<file path="src/rtl/eeprom_config.svh">
`ifndef EEPROM_CONFIG_SVH
`define EEPROM_CONFIG_SVH

// byte address of a 2 KB part, top three bits go out in the control byte
`define EEPROM_ADDR_W 11
`define EEPROM_DATA_W 8

`define EEPROM_DEV_CODE 4'b1010

// system clocks per quarter of an SCL period
`define SCL_QUARTER 5

`endif

</file>
<file path="src/rtl/eeprom_pkg.sv">
`default_nettype none

package eeprom_pkg;

    typedef enum logic
    {
        OP_WRITE = 1'b0,
        OP_READ  = 1'b1
    } op_t;

    typedef enum logic [3:0]
    {
        IDLE, START, CTRL_W, ADDR, DATA_W, RESTART, CTRL_R, DATA_R, STOP, DONE
    } seq_state_t;

    // byte offsets on the apb bus
    localparam logic [4:0] REG_ADDR   = 5'h00;
    localparam logic [4:0] REG_WDATA  = 5'h04;
    localparam logic [4:0] REG_CMD    = 5'h08;
    localparam logic [4:0] REG_STATUS = 5'h0C;
    localparam logic [4:0] REG_RDATA  = 5'h10;

endpackage

`default_nettype wire

</file>
<file path="src/rtl/i2c_pkg.sv">
`default_nettype none

package i2c_pkg;

    // one bus-level step of the bit engine
    typedef enum logic [1:0]
    {
        START = 2'd0,  // also used for repeated start
        STOP  = 2'd1,
        WRITE = 2'd2,
        READ  = 2'd3
    } bit_cmd_t;

endpackage

`default_nettype wire
</file>
<file path="src/rtl/eeprom_apb_regs.sv">
`timescale 1ns/1ns
`default_nettype none
`include "eeprom_config.svh"

module eeprom_apb_regs
(
    input  wire                        CLK,
    input  wire                        RESET,
    input  wire                        psel,
    input  wire                        penable,
    input  wire                        pwrite,
    input  wire [4:0]                  paddr,
    input  wire [31:0]                 pwdata,
    input  wire                        busy,
    input  wire                        done,
    input  wire                        nack,
    input  wire [`EEPROM_DATA_W-1:0]   rdata,
    output logic [31:0]                prdata,
    output logic                       pslverr,
    output logic                       irq,
    output logic                       start,
    output eeprom_pkg::op_t            op,
    output logic [`EEPROM_ADDR_W-1:0]  addr,
    output logic [`EEPROM_DATA_W-1:0]  wdata
);

    import eeprom_pkg::*;

    logic                      access;
    logic                      mapped;
    logic                      busy_any;
    logic                      wr_ok;
    logic                      nack_st;
    logic                      done_st;
    logic [`EEPROM_DATA_W-1:0] rdata_q;

    assign access   = psel && penable;
    assign mapped   = paddr inside {REG_ADDR, REG_WDATA, REG_CMD, REG_STATUS, REG_RDATA};
    assign busy_any = busy || start;  // start is one cycle ahead of busy
    assign pslverr  = access && (!mapped || (pwrite && paddr == REG_CMD && busy_any));
    assign wr_ok    = access && pwrite && !pslverr;

    always_comb
    begin
        prdata = '0;
        case (paddr)
            REG_ADDR:   prdata[`EEPROM_ADDR_W-1:0] = addr;
            REG_WDATA:  prdata[`EEPROM_DATA_W-1:0] = wdata;
            REG_STATUS: prdata[2:0] = {done_st, nack_st, busy};
            REG_RDATA:  prdata[`EEPROM_DATA_W-1:0] = rdata_q;
            default: ;
        endcase
    end

    always_ff @(posedge CLK)
    begin
        if (RESET)
        begin
            addr    <= '0;
            wdata   <= '0;
            rdata_q <= '0;
            op      <= OP_WRITE;
            start   <= 1'b0;
            irq     <= 1'b0;
            nack_st <= 1'b0;
            done_st <= 1'b0;
        end
        else
        begin
            start <= 1'b0;
            irq   <= done;
            // addr and wdata stay put while the sequencer runs
            if (wr_ok && paddr == REG_ADDR && !busy_any)
                addr <= pwdata[`EEPROM_ADDR_W-1:0];
            if (wr_ok && paddr == REG_WDATA && !busy_any)
                wdata <= pwdata[`EEPROM_DATA_W-1:0];
            if (wr_ok && paddr == REG_CMD && (pwdata[1] || pwdata[0]))
            begin
                start <= 1'b1;
                op    <= pwdata[1] ? OP_READ : OP_WRITE;  // read wins
            end
            if (access && !pwrite && paddr == REG_STATUS)
            begin
                nack_st <= 1'b0;  // clear on read
                done_st <= 1'b0;
            end
            if (done)
            begin
                done_st <= 1'b1;
                nack_st <= nack_st || nack;
                if (op == OP_READ && !nack)
                    rdata_q <= rdata;
            end
        end
    end

    a_start_idle: assert property (@(posedge CLK) disable iff (RESET)
        $rose(start) |-> !busy)
        else $error("start raised while sequencer busy");

endmodule

`default_nettype wire

</file>
<file path="src/rtl/eeprom_master_top.sv">
`timescale 1ns/1ns
`default_nettype none
`include "eeprom_config.svh"

module eeprom_master_top
(
    input  wire          CLK,
    input  wire          RESET,
    input  wire          psel,
    input  wire          penable,
    input  wire          pwrite,
    input  wire [4:0]    paddr,
    input  wire [31:0]   pwdata,
    input  wire          sda_in,
    output logic [31:0]  prdata,
    output logic         pslverr,
    output logic         irq,
    output logic         scl,
    output logic         sda_oe
);

    import eeprom_pkg::*;
    import i2c_pkg::*;

    logic                      start;
    logic                      busy;
    logic                      done;
    logic                      nack;
    op_t                       op;
    logic [`EEPROM_ADDR_W-1:0] addr;
    logic [`EEPROM_DATA_W-1:0] wdata;
    logic [`EEPROM_DATA_W-1:0] rdata;
    logic                      cmd_valid;
    bit_cmd_t                  cmd;
    logic                      cmd_bit;
    logic                      cmd_done;
    logic                      rx_bit;

    eeprom_apb_regs u_regs
    (
        .CLK(CLK), .RESET(RESET), .psel(psel), .penable(penable), .pwrite(pwrite),
        .paddr(paddr), .pwdata(pwdata), .busy(busy), .done(done), .nack(nack),
        .rdata(rdata), .prdata(prdata), .pslverr(pslverr), .irq(irq), .start(start),
        .op(op), .addr(addr), .wdata(wdata)
    );

    eeprom_sequencer u_seq
    (
        .CLK(CLK), .RESET(RESET), .start(start), .op(op), .addr(addr), .wdata(wdata),
        .cmd_done(cmd_done), .rx_bit(rx_bit), .busy(busy), .done(done), .nack(nack),
        .rdata(rdata), .cmd_valid(cmd_valid), .cmd(cmd), .cmd_bit(cmd_bit)
    );

    i2c_bit_engine u_bit
    (
        .CLK(CLK), .RESET(RESET), .cmd_valid(cmd_valid), .cmd(cmd), .cmd_bit(cmd_bit),
        .sda_in(sda_in), .cmd_done(cmd_done), .rx_bit(rx_bit), .scl(scl), .sda_oe(sda_oe)
    );

endmodule

`default_nettype wire

</file>
<file path="src/rtl/eeprom_sequencer.sv">
`timescale 1ns/1ns
`default_nettype none
`include "eeprom_config.svh"

module eeprom_sequencer
(
    input  wire                            CLK,
    input  wire                            RESET,
    input  wire                            start,
    input  wire eeprom_pkg::op_t           op,
    input  wire [`EEPROM_ADDR_W-1:0]       addr,
    input  wire [`EEPROM_DATA_W-1:0]       wdata,
    input  wire                            cmd_done,
    input  wire                            rx_bit,
    output logic                           busy,
    output logic                           done,
    output logic                           nack,
    output logic [`EEPROM_DATA_W-1:0]      rdata,
    output logic                           cmd_valid,
    output i2c_pkg::bit_cmd_t              cmd,
    output logic                           cmd_bit
);

    import eeprom_pkg::*;
    import i2c_pkg::*;

    localparam int BW = $clog2(`EEPROM_DATA_W + 1);

    seq_state_t                 state;
    logic [BW-1:0]              bit_cnt;
    logic [`EEPROM_DATA_W-1:0]  shreg;
    logic                       last_slot;
    logic [2:0]                 blk;

    assign last_slot = (bit_cnt == BW'(`EEPROM_DATA_W));
    assign blk       = addr[`EEPROM_ADDR_W-1:`EEPROM_ADDR_W-3];

    assign busy      = (state != IDLE);
    assign done      = (state == DONE);
    assign cmd_valid = (state != IDLE) && (state != DONE);
    assign rdata     = shreg;

    always_comb
    begin
        cmd     = i2c_pkg::START;  // start and restart
        cmd_bit = 1'b1;
        case (state)
            eeprom_pkg::STOP: cmd = i2c_pkg::STOP;
            CTRL_W, ADDR, DATA_W, CTRL_R:
            begin
                if (last_slot)
                    cmd = READ;  // ack slot
                else
                begin
                    cmd     = WRITE;
                    cmd_bit = shreg[`EEPROM_DATA_W-1];
                end
            end
            DATA_R: cmd = last_slot ? WRITE : READ;  // nack after the byte
            default: ;
        endcase
    end

    always_ff @(posedge CLK)
    begin
        if (RESET)
        begin
            state   <= IDLE;
            bit_cnt <= '0;
            nack    <= 1'b0;
        end
        else
        begin
            case (state)
                IDLE:
                begin
                    if (start)
                    begin
                        state <= eeprom_pkg::START;
                        nack  <= 1'b0;
                    end
                end
                DONE: state <= IDLE;
                default:
                begin
                    if (cmd_done)
                    begin
                        case (state)
                            eeprom_pkg::START:
                            begin
                                state   <= CTRL_W;
                                bit_cnt <= '0;
                            end
                            RESTART:
                            begin
                                state   <= CTRL_R;
                                bit_cnt <= '0;
                            end
                            DATA_R:
                            begin
                                if (last_slot)
                                    state <= eeprom_pkg::STOP;
                                else
                                    bit_cnt <= bit_cnt + 1'b1;
                            end
                            eeprom_pkg::STOP: state <= DONE;
                            default:
                            begin
                                if (!last_slot)
                                    bit_cnt <= bit_cnt + 1'b1;
                                else if (rx_bit)
                                begin
                                    nack  <= 1'b1;  // slave did not ack
                                    state <= eeprom_pkg::STOP;
                                end
                                else
                                begin
                                    bit_cnt <= '0;
                                    case (state)
                                        CTRL_W: state <= ADDR;
                                        ADDR:   state <= (op == OP_READ) ? RESTART : DATA_W;
                                        CTRL_R: state <= DATA_R;
                                        default: state <= eeprom_pkg::STOP;
                                    endcase
                                end
                            end
                        endcase
                    end
                end
            endcase
        end
    end

    // byte shifter, loaded on entry to each byte state
    always_ff @(posedge CLK)
    begin
        if (cmd_done)
        begin
            if (state == eeprom_pkg::START)
                shreg <= {`EEPROM_DEV_CODE, blk, 1'b0};
            else if (state == RESTART)
                shreg <= {`EEPROM_DEV_CODE, blk, 1'b1};
            else if (state == DATA_R && !last_slot)
                shreg <= {shreg[`EEPROM_DATA_W-2:0], rx_bit};
            else if (state inside {CTRL_W, ADDR, DATA_W, CTRL_R} && !last_slot)
                shreg <= {shreg[`EEPROM_DATA_W-2:0], 1'b0};
            else if (state == CTRL_W)
                shreg <= addr[`EEPROM_DATA_W-1:0];
            else if (state == ADDR)
                shreg <= wdata;
        end
    end

    a_cmd_pending: assert property (@(posedge CLK) disable iff (RESET)
        cmd_done |-> cmd_valid)
        else $error("cmd_done without a pending bit command");

    a_rx_known: assert property (@(posedge CLK) disable iff (RESET)
        cmd_done && (cmd == READ) |-> !$isunknown(rx_bit))
        else $error("bit engine returned an unknown bit");

endmodule

`default_nettype wire

</file>
<file path="src/rtl/i2c_bit_engine.sv">
`timescale 1ns/1ns
`default_nettype none
`include "eeprom_config.svh"

module i2c_bit_engine
(
    input  wire                CLK,
    input  wire                RESET,
    input  wire                cmd_valid,
    input  wire i2c_pkg::bit_cmd_t cmd,
    input  wire                cmd_bit,
    input  wire                sda_in,
    output logic               cmd_done,
    output logic               rx_bit,
    output logic               scl,
    output logic               sda_oe
);

    import i2c_pkg::*;

    localparam int Q  = `SCL_QUARTER;
    localparam int QW = (Q > 1) ? $clog2(Q) : 1;

    logic [QW-1:0] q_cnt;
    logic [1:0]    phase;
    logic          active;
    logic          q_last;
    bit_cmd_t      cur_cmd;
    logic          cur_bit;
    bit_cmd_t      act_cmd;
    logic          act_bit;
    logic          act_en;
    logic [1:0]    act_phase;

    assign q_last   = (q_cnt == QW'(Q - 1));
    assign cmd_done = active && q_last && (phase == 2'd3);

    // line levels are set on entry to each quarter
    assign act_en    = (cmd_valid && !active) || (active && q_last && (phase != 2'd3));
    assign act_phase = active ? phase + 2'd1 : 2'd0;
    assign act_cmd   = active ? cur_cmd : cmd;
    assign act_bit   = active ? cur_bit : cmd_bit;

    always_ff @(posedge CLK)
    begin
        if (RESET)
        begin
            active <= 1'b0;
            phase  <= 2'd0;
            q_cnt  <= '0;
            scl    <= 1'b1;  // idle bus
            sda_oe <= 1'b0;
        end
        else
        begin
            if (cmd_valid && !active)
            begin
                active <= 1'b1;
                phase  <= 2'd0;
                q_cnt  <= '0;
            end
            else if (active)
            begin
                if (q_last)
                begin
                    q_cnt <= '0;
                    phase <= phase + 2'd1;
                    if (phase == 2'd3)
                        active <= 1'b0;
                end
                else
                    q_cnt <= q_cnt + 1'b1;
            end

            if (act_en)
            begin
                case (act_phase)
                    2'd0:
                    begin
                        // scl is low here except before a start
                        if (act_cmd == STOP)
                            sda_oe <= 1'b1;
                        else if (act_cmd == WRITE)
                            sda_oe <= ~act_bit;
                        else
                            sda_oe <= 1'b0;
                    end
                    2'd1: scl <= 1'b1;
                    2'd2:
                    begin
                        if (act_cmd == START)
                            sda_oe <= 1'b1;  // start edge
                        else if (act_cmd == STOP)
                            sda_oe <= 1'b0;  // stop edge
                    end
                    default:
                    begin
                        if (act_cmd != STOP)
                            scl <= 1'b0;
                    end
                endcase
            end
        end
    end

    always_ff @(posedge CLK)
    begin
        if (cmd_valid && !active)
        begin
            cur_cmd <= cmd;
            cur_bit <= cmd_bit;
        end
        if (active && q_last && (phase == 2'd1) && (cur_cmd == READ))
            rx_bit <= sda_in;  // middle of scl high
    end

    a_sda_stable: assert property (@(posedge CLK) disable iff (RESET)
        scl && $past(scl) && $changed(sda_oe)
            |-> active && (phase == 2'd2) && (cur_cmd inside {START, STOP}))
        else $error("sda changed while scl high outside start/stop");

endmodule

`default_nettype wire

</file>
<file path="config.mk">
export PLATFORM = sky130hd
export DESIGN_NAME = eeprom_master_top
export DESIGN_NICKNAME = d
export VERILOG_FILES = /design/src/rtl/eeprom_pkg.sv /design/src/rtl/i2c_pkg.sv /design/src/rtl/eeprom_apb_regs.sv /design/src/rtl/eeprom_master_top.sv /design/src/rtl/eeprom_sequencer.sv /design/src/rtl/i2c_bit_engine.sv
export VERILOG_INCLUDE_DIRS = /design/src /design/src/rtl
export SDC_FILE = /design/constraint.sdc
export NUM_CORES = 1
export LEC_CHECK = 0
export ABC_AREA = 0
export ABC_CLOCK_PERIOD_IN_PS = 4300
export CAP_MARGIN = 5
export CORE_UTILIZATION = 45
export CTS_CLUSTER_DIAMETER = 120
export DETAILED_ROUTE_END_ITERATION = 10
export DONT_BUFFER_PORTS = 1
export SYNTH_ARGS = -nofsm -noshare
export SYNTH_HDL_FRONTEND = slang
export SYNTH_HIERARCHICAL = 1
export SYNTH_SLANG_ARGS = --single-unit
</file>
<file path="constraint.sdc">
create_clock -name CLK -period 4.3 [get_ports CLK]
set_input_delay 0.86 -clock CLK [delete_from_list [all_inputs] [get_ports CLK]]
set_output_delay 0.86 -clock CLK [all_outputs]
set_load 0.01 [all_outputs]
</file>
==> flow_summary.json, run 1 <==
{
  "seq_power_share_pct": 48.6,
  "endpoint": "prdata[0]",
  "finalNonFillerCells": 473,
  "ios": 79,
  "ff2ff_path_depth": 5,
  "synthAdderAreaFrac_pct": 2.492,
  "hold_violations": 0,
  "grt_setup_unrepaired": "no",
  "swShare_pct": 25.92,
  "p_int_w": 0.0009368,
  "dp_cells": 457,
  "ir_drop_mv": 0.2410,
  "drv_slew": 0,
  "yosysWarnings": 6,
  "viasPerCell": 5.543,
  "antenna_cells": 0,
  "synthCells": 374,
  "cts-hold-fix-buffers": 0,
  "setup_slack_ps": 1248,
  "worst_setup_path_start_kind": "input pin",
  "slowest_stage": "nor3_1",
  "r2r_setup_slack_ps": 1450,
  "synth_xor_area_share_pct": 0.5130,
  "drt_iter0_markers": 247,
  "crit_cells": 4,
  "drt-total-wl_mm": 7.270,
  "numCtsBuffers": 9,
  "gr-total-overflow": 0,
  "max_slew_margin_pct": 40.77,
  "layout-drive-gt1-share_pct": 10.43,
  "slowest_delay_ps": 500,
  "gp_congestion": 0.7656,
  "place_ws_ps": 1296,
  "startpoint": "paddr[2]",
  "clockRootBuffer": "clkbuf_8",
  "synth_enable_flop_cells": 12,
  "fin_nets": 418,
  "skew_ps": 10.25,
  "rows": 31,
  "grt_pass1_vias": 2418,
  "cpLargestDelayFamily": "simple AND/OR/NAND/NOR gates",
  "path_buf_inv": 0,
  "r2r_end": "u_regs/addr[1]",
  "min_path_type": "flip-flop to flip-flop",
  "ys_seq_area_share_pct": 39.28,
  "drv_cap": 0,
  "fillers": 729,
  "vias": 2622,
  "r2r_start": "u_seq/state[0]",
  "clkTransAtPathRegs_ps": 70,
  "die_h_microns": 89.11,
  "syn_avg_cell_area_sq_um": 9.130,
  "synth_ff_type": "dfxtp_1",
  "initial_core_util_pct": 46.83,
  "grt_use_total_pct": 19.83,
  "grt_pass1_wl_mm": 11.86,
  "synthMuxAreaShare_pct": 12.28,
  "clock_path_buffers": 2,
  "final_cell_area_sq_mm": 0.003613,
  "tightest_slew_ps": 885.8,
  "die_area_sq_mm": 0.007941,
  "wl_per_cell_microns": 15.37,
  "ys_seq_elements": 61,
  "ys_types": 65,
  "cts_setup_buffers": 0,
  "syn_to_final_growth_pct": 5.826,
  "fin_tns_setup_ps": 0,
  "syn_area_sq_mm": 0.003415,
  "switching_power_w": 0.0003278,
  "cp_max_fo": 8,
  "critical_path_class": "input pin to output port",
  "grt_max_degree": 51,
  "portBuffers": 0,
  "crit_path_cell_trace": "nor3_1 -> and3b_1 -> a22oi_1 -> nand3_1",
  "core_sq_mm": 0.007292,
  "clock_latency_ps": 340,
  "clock_power_share_pct": 43.6,
  "power_frac_comb_pct": 7.8,
  "synthSimpleGateAreaFrac_pct": 22.61,
  "detail-route-antenna-nets": 0,
  "crit_required_ps": 3440,
  "max_freq_mhz": 327.6,
  "cts_sinks": 61,
  "synthArstFlopShare_pct": 0,
  "synth_top_family_by_area": "simple AND/OR/NAND/NOR gates",
  "critPathCaptureType": "output port",
  "die_w_microns": 89.11,
  "period_needed_ps": 3052,
  "cts_tree": "built",
  "cts_resized": 0,
  "period_share_pct": 70.99,
  "dpl_cell_area_sq_mm": 0.003398,
  "cts_max_level": 3,
  "finalSetupViolations": 0,
  "p_leak_nw": 1.547,
  "antenna_found_initial": 0,
  "synth_compound_area_share_pct": 13.78,
  "status": "finished clean",
  "dp_hpwl_mm": 4.878,
  "drc": 0,
  "first_pass_iters": 5,
  "p_per_area_mw_per_mm2": 350.0,
  "critPathArrivalTime_ps": 2190
}
power by group through the flow:
stage | Combinational [W] | Sequential [W] | Clock [W]
5_1_grt | 0.000111 | 0.000618 | 0.000588
3_5_place_dp | 0.0000969 | 0.000628 | 0
4_1_cts | 0.0000981 | 0.000615 | 0.000561
3_3_place_gp | 0.0000952 | 0.000627 | 0
2_1_floorplan | 0.000111 | 0.000612 | 0
6_report | 0.0000983 | 0.000615 | 0.000551
worst register-to-register path, delay by kind of cell (launching register included):
| kind | cells | cell delay, ps |
|---|---|---|
| compound gates | 1 | 110 |
| flops | 1 | 540 |
| simple gates | 4 | 2050 |
placed cells by master, fill, tap and decap left out, drive strengths merged, types with 2 or more instances in the layout:
master,Yosys,layout
dfxtp,49,49
nor2,45,45
mux2i,34,34
inv,20,22
conb,1,21
o21ai,21,21
a21oi,15,15
nand2,13,13
edfxtp,12,12
nor3,12,12
clkbuf,12,10
nand3b,9,9
nor2b,8,8
mux2,7,7
ha,6,6
a22oi,6,6
and3,6,6
nor3b,6,6
a222oi,5,5
or4,5,5
nand2b,4,4
nand3,4,4
a211oi,4,4
o211ai,4,4
and3b,3,3
nand4,3,3
and2,2,2
and4,2,2
a221o,2,2
or3b,2,2
o22ai,2,2
or3,2,2
o21a,2,2
buf,26,2
clkinv,0,2
Yosys cell counts (6+ instances only):
| cell type | count | share of area (%) |
|---|---|---|
| edfxtp_1 | 12 | 11 |
| mux2_2 | 7 | 2.3 |
| a22oi_1 | 6 | 1.3 |
| nor3_1 | 11 | 1.6 |
| dfxtp_1 | 49 | 29 |
| inv_1 | 19 | 2.1 |
| ha_1 | 6 | 2.2 |
| clkbuf_1 | 11 | 1.2 |
| buf_4 | 22 | 4.8 |
| o21ai_0 | 20 | 2.9 |
| a21oi_1 | 14 | 2.1 |
| mux2i_1 | 34 | 10 |
| nand2_1 | 13 | 1.4 |
| nand3b_1 | 9 | 2.0 |
| nor2_1 | 45 | 4.9 |
| nor2b_1 | 8 | 1.5 |
per-stage QoR:
stage	utilization (%)	power, W	hold slack (ps)
floorplan	-	0.0007231	446.6
global placement	46.60	0.0007225	454.2
detailed placement	46.60	0.0007245	459.5
CTS	49.55	0.001273	471.0
global route	49.55	0.001317	488.6
finish	49.55	0.001265	472.9
cells by family after synthesis:
| logic type | count (synthesis) |
|---|---|
| and+or+nand+nor | 134 |
| adders and majority gates | 7 |
| muxes | 41 |
| xor gates and xnor gates | 2 |
| other | 1 |
| DFF | 61 |
| AOI/OAI and AO/OA | 70 |
| buffers and inverters | 58 |
per-layer routing:
metal	wire length (microns)	vias up	global-route usage [%]	share of wire [%]
met2	3451	68	31.51	47
met4	92	0	9.091	1.3
met5	0	-	0	0
li1	-	1295	-	-
met1	3401	1250	25.98	47
met3	325	9	4.155	4.5
layout make-up:
class                           count  area, sq um  share of cell area, %
Multi-Input combinational cell    275         1843                  51.00
Sequential cell                    61         1341                  37.12
Clock buffer                       10        148.9                  4.120
Tap cell                           99        123.9                  3.428
Inverter                           20        75.07                  2.078
Clock inverter                      6        66.31                  1.835
Timing Repair Buffer                2        15.01                 0.4155
flip-flops by register name, summed over array words and instances (netlist names):
name	cells
u_regs/addr	11
u_regs/rdata_q	8
u_regs/wdata	8
u_seq/rdata	8
u_seq/bit_cnt	4
u_seq/state	4
u_bit/q_cnt	3
u_bit/cur_cmd	2
u_bit/phase	2
u_bit/active	1
u_bit/cur_bit	1
u_bit/rx_bit	1
u_bit/scl	1
u_bit/sda_oe	1
u_regs/done_st	1
u_regs/irq	1
u_regs/nack_st	1
u_regs/op	1
u_regs/start	1
u_seq/nack	1
worst min-delay path by stage:
| stage | endpoint | slack, ps | startpoint | cells after the start |
|---|---|---|---|---|
| floorplan | u_regs/nack_st | 450 | u_regs/nack_st | 2 |
| global placement | u_regs/nack_st | 450 | u_regs/nack_st | 2 |
| global route | u_regs/nack_st | 490 | u_regs/nack_st | 2 |
| CTS | u_regs/nack_st | 470 | u_regs/nack_st | 2 |
| detailed placement | u_regs/nack_st | 460 | u_regs/nack_st | 2 |
| finish | u_regs/nack_st | 470 | u_regs/nack_st | 2 |
(Power assumes the default switching activity.)
==> run 2, diff against run 1 <==
--- a/config.mk
+++ b/config.mk
@@ -7,7 +7,7 @@
 export NUM_CORES = 1
 export LEC_CHECK = 0
 export ABC_AREA = 0
-export ABC_CLOCK_PERIOD_IN_PS = 4300
+export ABC_CLOCK_PERIOD_IN_PS = 2500
 export CAP_MARGIN = 5
 export CORE_UTILIZATION = 45
 export CTS_CLUSTER_DIAMETER = 120
==> constraint.sdc (replaced) <==
create_clock -name CLK -period 2.5 [get_ports CLK]
set_input_delay 0.5 -clock CLK [delete_from_list [all_inputs] [get_ports CLK]]
set_output_delay 0.5 -clock CLK [all_outputs]
set_load 0.01 [all_outputs]
==> run 2 against run 1 <==
Compared with the run above:
- routed wire length up 3.4%
- global-route usage up 0.50 points
- worst setup slack worse by 1100 ps
- non-clock buffer count up 13
- critical path depth up 1
- clock-buffer cell count unchanged
- via count up 2.2%
- largest cell class unchanged
==> flow_summary.json, run 2 (synthesized netlist as in run 1, its figures left out) <==
{
  "rows": 31,
  "drv_slew": 0,
  "cts_tree": "built",
  "gp_congestion": 0.7739,
  "skew_ps": 11.08,
  "hold_violations": 0,
  "clockRootBuffer": "clkbuf_8",
  "ir_drop_mv": 0.4413,
  "grt_use_total_pct": 20.33,
  "antenna_cells": 0,
  "gr-total-overflow": 0,
  "die_area_sq_mm": 0.007941,
  "setup_slack_ps": 178.9,
  "syn_to_final_growth_pct": 8.904,
  "drv_cap": 0,
  "drt_iter0_markers": 226,
  "fin_tns_setup_ps": 0,
  "critPathCaptureType": "output port",
  "drt-total-wl_mm": 7.520,
  "p_leak_nw": 1.615,
  "max_slew_margin_pct": 56.47,
  "layout-drive-gt1-share_pct": 13.18,
  "clock_path_buffers": 2,
  "holdPathStages": 1,
  "fillers": 700,
  "status": "finished clean",
  "antenna_found_initial": 0,
  "die_h_microns": 89.11,
  "fin_nets": 431,
  "numCtsBuffers": 9,
  "grt_max_degree": 51,
  "final_cell_area_sq_mm": 0.003719,
  "vias": 2680,
  "clkTransAtPathRegs_ps": 80,
  "finalSetupViolations": 0,
  "dp_cells": 470,
  "wl_per_cell_microns": 15.47,
  "largest_reg_flops": 11,
  "dp_hpwl_mm": 5.222,
  "cts_sinks": 61,
  "crit_required_ps": 2000,
  "drc": 0,
  "viasPerCell": 5.514,
  "period_share_pct": 92.84,
  "first_pass_iters": 4,
  "cts_max_level": 3,
  "final_common_cell": "dfxtp_1",
  "ios": 79,
  "ff2ff_path_depth": 10,
  "hold_ws_ps": 230.3,
  "portBuffers": 0,
  "critical_path_class": "flip-flop to output port",
  "dpl_cell_area_sq_mm": 0.003496,
  "period_needed_ps": 2321,
  "regMostFlops": "u_regs/addr",
  "grt_pass1_wl_mm": 12.19,
  "initial_core_util_pct": 46.83,
  "final_cell_mix": "49 x dfxtp_1, 45 x nor2_1, 34 x mux2i_1, 21 x conb_1, 20 x o21ai_0",
  "die_w_microns": 89.11,
  "place_ws_ps": 350.9,
  "clock_latency_ps": 340,
  "grt_setup_unrepaired": "no",
  "max_freq_mhz": 430.8,
  "tightest_slew_ps": 651.1,
  "min_path_type": "input pin to flip-flop",
  "cts-hold-fix-buffers": 0,
  "detail-route-antenna-nets": 0,
  "grt_pass1_vias": 2533,
  "cp_max_fo": 13,
  "multi_input_comb_area_sq_mm": 0.001843,
  "critPathArrivalTime_ps": 1820,
  "core_sq_mm": 0.007292,
  "cts_resized": 0,
  "cts_setup_buffers": 0,
  "regArea_sq_mm": 0.001341,
  "finalNonFillerCells": 486,
  "worst_setup_path_start_kind": "flip-flop",
  "p_per_area_mw_per_mm2": 597.9
}
## run 2: cell count changes in the layout (fill, tap and decap cells not counted)
cell,change
clkinv_4,+2
clkbuf_1,+1
inv_4,-1
clkinvlp_4,-1
clkbuf_16,-1
bufinv_16,+1
clkinv_2,-1
buf_4,+13
## run 2: layout make-up
type	count	area share, %
Clock inverter	6	2.557
Clock buffer	10	3.432
Sequential cell	61	36.07
Timing Repair Buffer	15	3.028
Multi-Input combinational cell	275	49.56
Inverter	20	2.019
Tap cell	99	3.331
## run 2: power breakdown
| group | internal, W | total, W | switching [W] | leakage, nW |
|---|---|---|---|---|
| Clock | 0.000570 | 0.000987 | 0.000417 | 0.111 |
| Combinational | 0.0000770 | 0.000198 | 0.000121 | 1.01 |
| Sequential | 0.00102 | 0.00104 | 0.0000193 | 0.495 |
| Total | 0.00167 | 0.00222 | 0.000557 | 1.62 |
## run 2: final timing paths
path,from,endpoint,slack (ps)
min,RESET,u_regs/rdata_q[1],230
min reg2reg,u_regs/nack_st,u_regs/nack_st,480
max,u_seq/state[1],pslverr,180
max reg2reg,u_seq/bit_cnt[0],u_bit/sda_oe,360
## run 2: per-stage QoR
stage | power, W | utilization, %
6_report | 0.002223 | 51.00
2_1_floorplan | 0.001244 | -
3_3_place_gp | 0.001254 | 47.94
5_1_grt | 0.002323 | 51.00
4_1_cts | 0.002251 | 51.00
3_5_place_dp | 0.001257 | 47.94
## run 2: critical path: stages (launching register included)
cell     delay, ps
dfxtp_1        430
or4_1          590
nor2_1         140
nor3b_1         60
o22ai_1        130
a21oi_1        130
## run 2: metal layers
layer  share of wire (%)  global-route usage, %
met4                 1.1                  7.504
met5                   0                      0
met3                 4.7                  4.986
met2                  49                  33.73
met1                  45                  25.69
==> run 3, diff against run 2 <==
--- a/config.mk
+++ b/config.mk
@@ -15,5 +15,5 @@
 export DONT_BUFFER_PORTS = 1
 export SYNTH_ARGS = -nofsm -noshare
 export SYNTH_HDL_FRONTEND = slang
-export SYNTH_HIERARCHICAL = 1
 export SYNTH_SLANG_ARGS = --single-unit
+export TNS_END_PERCENT = 10
==> run 3 against run 2 <==
Compared with the run above:
- maximum frequency increased by 4.8%
- clock-buffer cell count decreased by 1
- area after synthesis decreased by 0.51%
- clock skew about the same
- register-to-register slack about the same
- clock power decreased by 19%
- critical path depth decreased by 1
- worst setup slack improved by 110 ps
- die area decreased by 0.50%
==> flow_summary.json, run 3 <==
{
  "dp_hpwl_mm": 5.231,
  "fin_nets": 441,
  "drv_slew": 0,
  "skew_ps": 11.19,
  "regMostFlops": "u_regs.addr",
  "synth_ff_type": "dfxtp_1",
  "synthSimpleGateAreaFrac_pct": 21.69,
  "portBuffers": 0,
  "period_share_pct": 88.63,
  "fin_tns_setup_ps": 0,
  "place_ws_ps": 280.8,
  "vias": 2660,
  "numCtsBuffers": 9,
  "cts_setup_buffers": 0,
  "synth_compound_area_share_pct": 14.95,
  "max_slew_margin_pct": 59.64,
  "cts_sinks": 61,
  "p_per_area_mw_per_mm2": 531.4,
  "first_pass_iters": 4,
  "synth_xor_area_share_pct": 0.7735,
  "yosys-top-cells-area": "dfxtp_1 29%, mux2i_1 12%, edfxtp_1 11%, nor2_1 5.3%, buf_4 4.6%",
  "syn_avg_cell_area_sq_um": 8.733,
  "synth_enable_flop_cells": 12,
  "finalSetupViolations": 0,
  "initial_core_util_pct": 46.59,
  "cts_tree": "built",
  "final_cell_mix": "49 x dfxtp_1, 48 x nor2_1, 41 x mux2i_1, 30 x nand2_1, 28 x o21ai_0",
  "gp_congestion": 0.8780,
  "ys_types": 57,
  "final_common_cell": "dfxtp_1",
  "status": "finished clean",
  "cts-hold-fix-buffers": 0,
  "clockRootBuffer": "clkbuf_8",
  "worst_setup_path_start_kind": "input pin",
  "viasPerCell": 5.363,
  "tightest_slew_ps": 600.8,
  "grt_pass1_wl_mm": 11.67,
  "die_w_microns": 88.89,
  "synthCells": 389,
  "p_leak_nw": 1.539,
  "yosysWarnings": 0,
  "drt-total-wl_mm": 7.301,
  "r2r_setup_slack_ps": 360,
  "rows": 31,
  "grt_max_degree": 42,
  "setup_slack_ps": 284.4,
  "hold_ws_ps": 212.4,
  "synthArstFlopShare_pct": 0,
  "layout-drive-gt1-share_pct": 10.08,
  "synthMuxAreaShare_pct": 12.08,
  "yosys.cell_count.top_type": "dfxtp_1",
  "period_needed_ps": 2216,
  "antenna_cells": 0,
  "min_path_type": "input pin to flip-flop",
  "netlist_top_cells_count": "49 x dfxtp_1, 48 x nor2_1, 41 x mux2i_1",
  "crit_required_ps": 2000,
  "dpl_cell_area_sq_mm": 0.003461,
  "clock_path_buffers": 2,
  "hold_violations": 0,
  "drc": 0,
  "critPathCaptureType": "output port",
  "post-route-util_pct": 49.86,
  "clock_latency_ps": 350,
  "clkTransAtPathRegs_ps": 80,
  "final_cell_area_sq_mm": 0.003636,
  "detail-route-antenna-nets": 0,
  "ir_drop_mv": 0.3315,
  "ios": 79,
  "cts_resized": 0,
  "grt_pass1_vias": 2488,
  "synth_top_family_by_area": "simple AND/OR/NAND/NOR gates",
  "ys_seq_area_share_pct": 39.48,
  "synthAdderAreaFrac_pct": 2.210,
  "wl_per_cell_microns": 14.72,
  "die_h_microns": 88.89,
  "synth.top_cell.area_share_pct": 28.88,
  "syn_to_final_growth_pct": 7.035,
  "grt_use_total_pct": 19.56,
  "syn_area_sq_mm": 0.003397,
  "max_freq_mhz": 451.3,
  "core_sq_mm": 0.007292,
  "largest_reg_flops": 11,
  "cp_max_fo": 11,
  "grt_setup_unrepaired": "no",
  "drv_cap": 0,
  "drt_iter0_markers": 135,
  "die_area_sq_mm": 0.007901,
  "synth_top_cell_by_area": "dfxtp_1",
  "gr-total-overflow": 0,
  "critical_path_class": "input pin to output port",
  "antenna_found_initial": 0,
  "critPathArrivalTime_ps": 1720,
  "cts_max_level": 3,
  "ys_seq_elements": 61
}
run 3: cell count changes in the layout (fill, tap and decap cells not counted), moves of 6 or more:
cell      change
nand2_1      +17
o21ai_0       +8
mux2_2        -7
mux2i_1       +7
nand3b_1      -7
inv_1         -6
nand3_1       +6
run 3: final cells by class:
cell class / instances / area (sq um)
Inverter: 13 / 48.80
Fill cell: 728 / 3656
Tap cell: 99 / 123.9
Sequential cell: 61 / 1341
Clock inverter: 7 / 51.30
Clock buffer: 9 / 123.9
Timing Repair Buffer: 14 / 105.1
Multi-Input combinational cell: 293 / 1842
run 3: power breakdown:
group | switching, W | total [W] | internal, W
Combinational | 0.0000800 | 0.000121 | 0.0000409
Clock | 0.000432 | 0.000796 | 0.000364
Sequential | 0.00000779 | 0.00102 | 0.00101
run 3: stage by stage:
stage / instances / total power, W
floorplan: 409 / 0.001166
global placement: 480 / 0.001157
detailed placement: 480 / 0.001160
CTS: 496 / 0.001963
global route: 496 / 0.002015
finish: 496 / 0.001932
run 3: layer usage:
layer,vias up,GRT usage [%],share of wire [%]
met1,1248,24.27,47
li1,1353,-,-
met2,51,33.29,49
met4,0,5.279,0.89
met3,8,5.504,3.9
met5,-,0,0
run 3: path summary, 6_finish.rpt:
| kind | from | to | cells after the start |
|---|---|---|---|
| max | paddr[4] | pslverr | 4 |
| min | RESET | u_regs.addr[10] | 1 |
| max reg2reg | u_seq.state[3] | u_seq.bit_cnt[1] | 6 |
| min reg2reg | u_seq.nack | u_regs.nack_st | 2 |
run 3: logic make-up after synthesis:
kind of cell / Yosys count
AND/OR/NAND/NOR: 142
adder cells (fa/ha/maj): 6
other: 1
multiplexers: 41
XOR/XNOR: 3
buffers and inverters: 55
AO/OA/AOI/OAI: 80
flip-flops: 61
run 3: critical path: stages:
cell and delay [ps]:
or3_1 410, nor3b_1 370, o211ai_1 150, a21oi_1 280
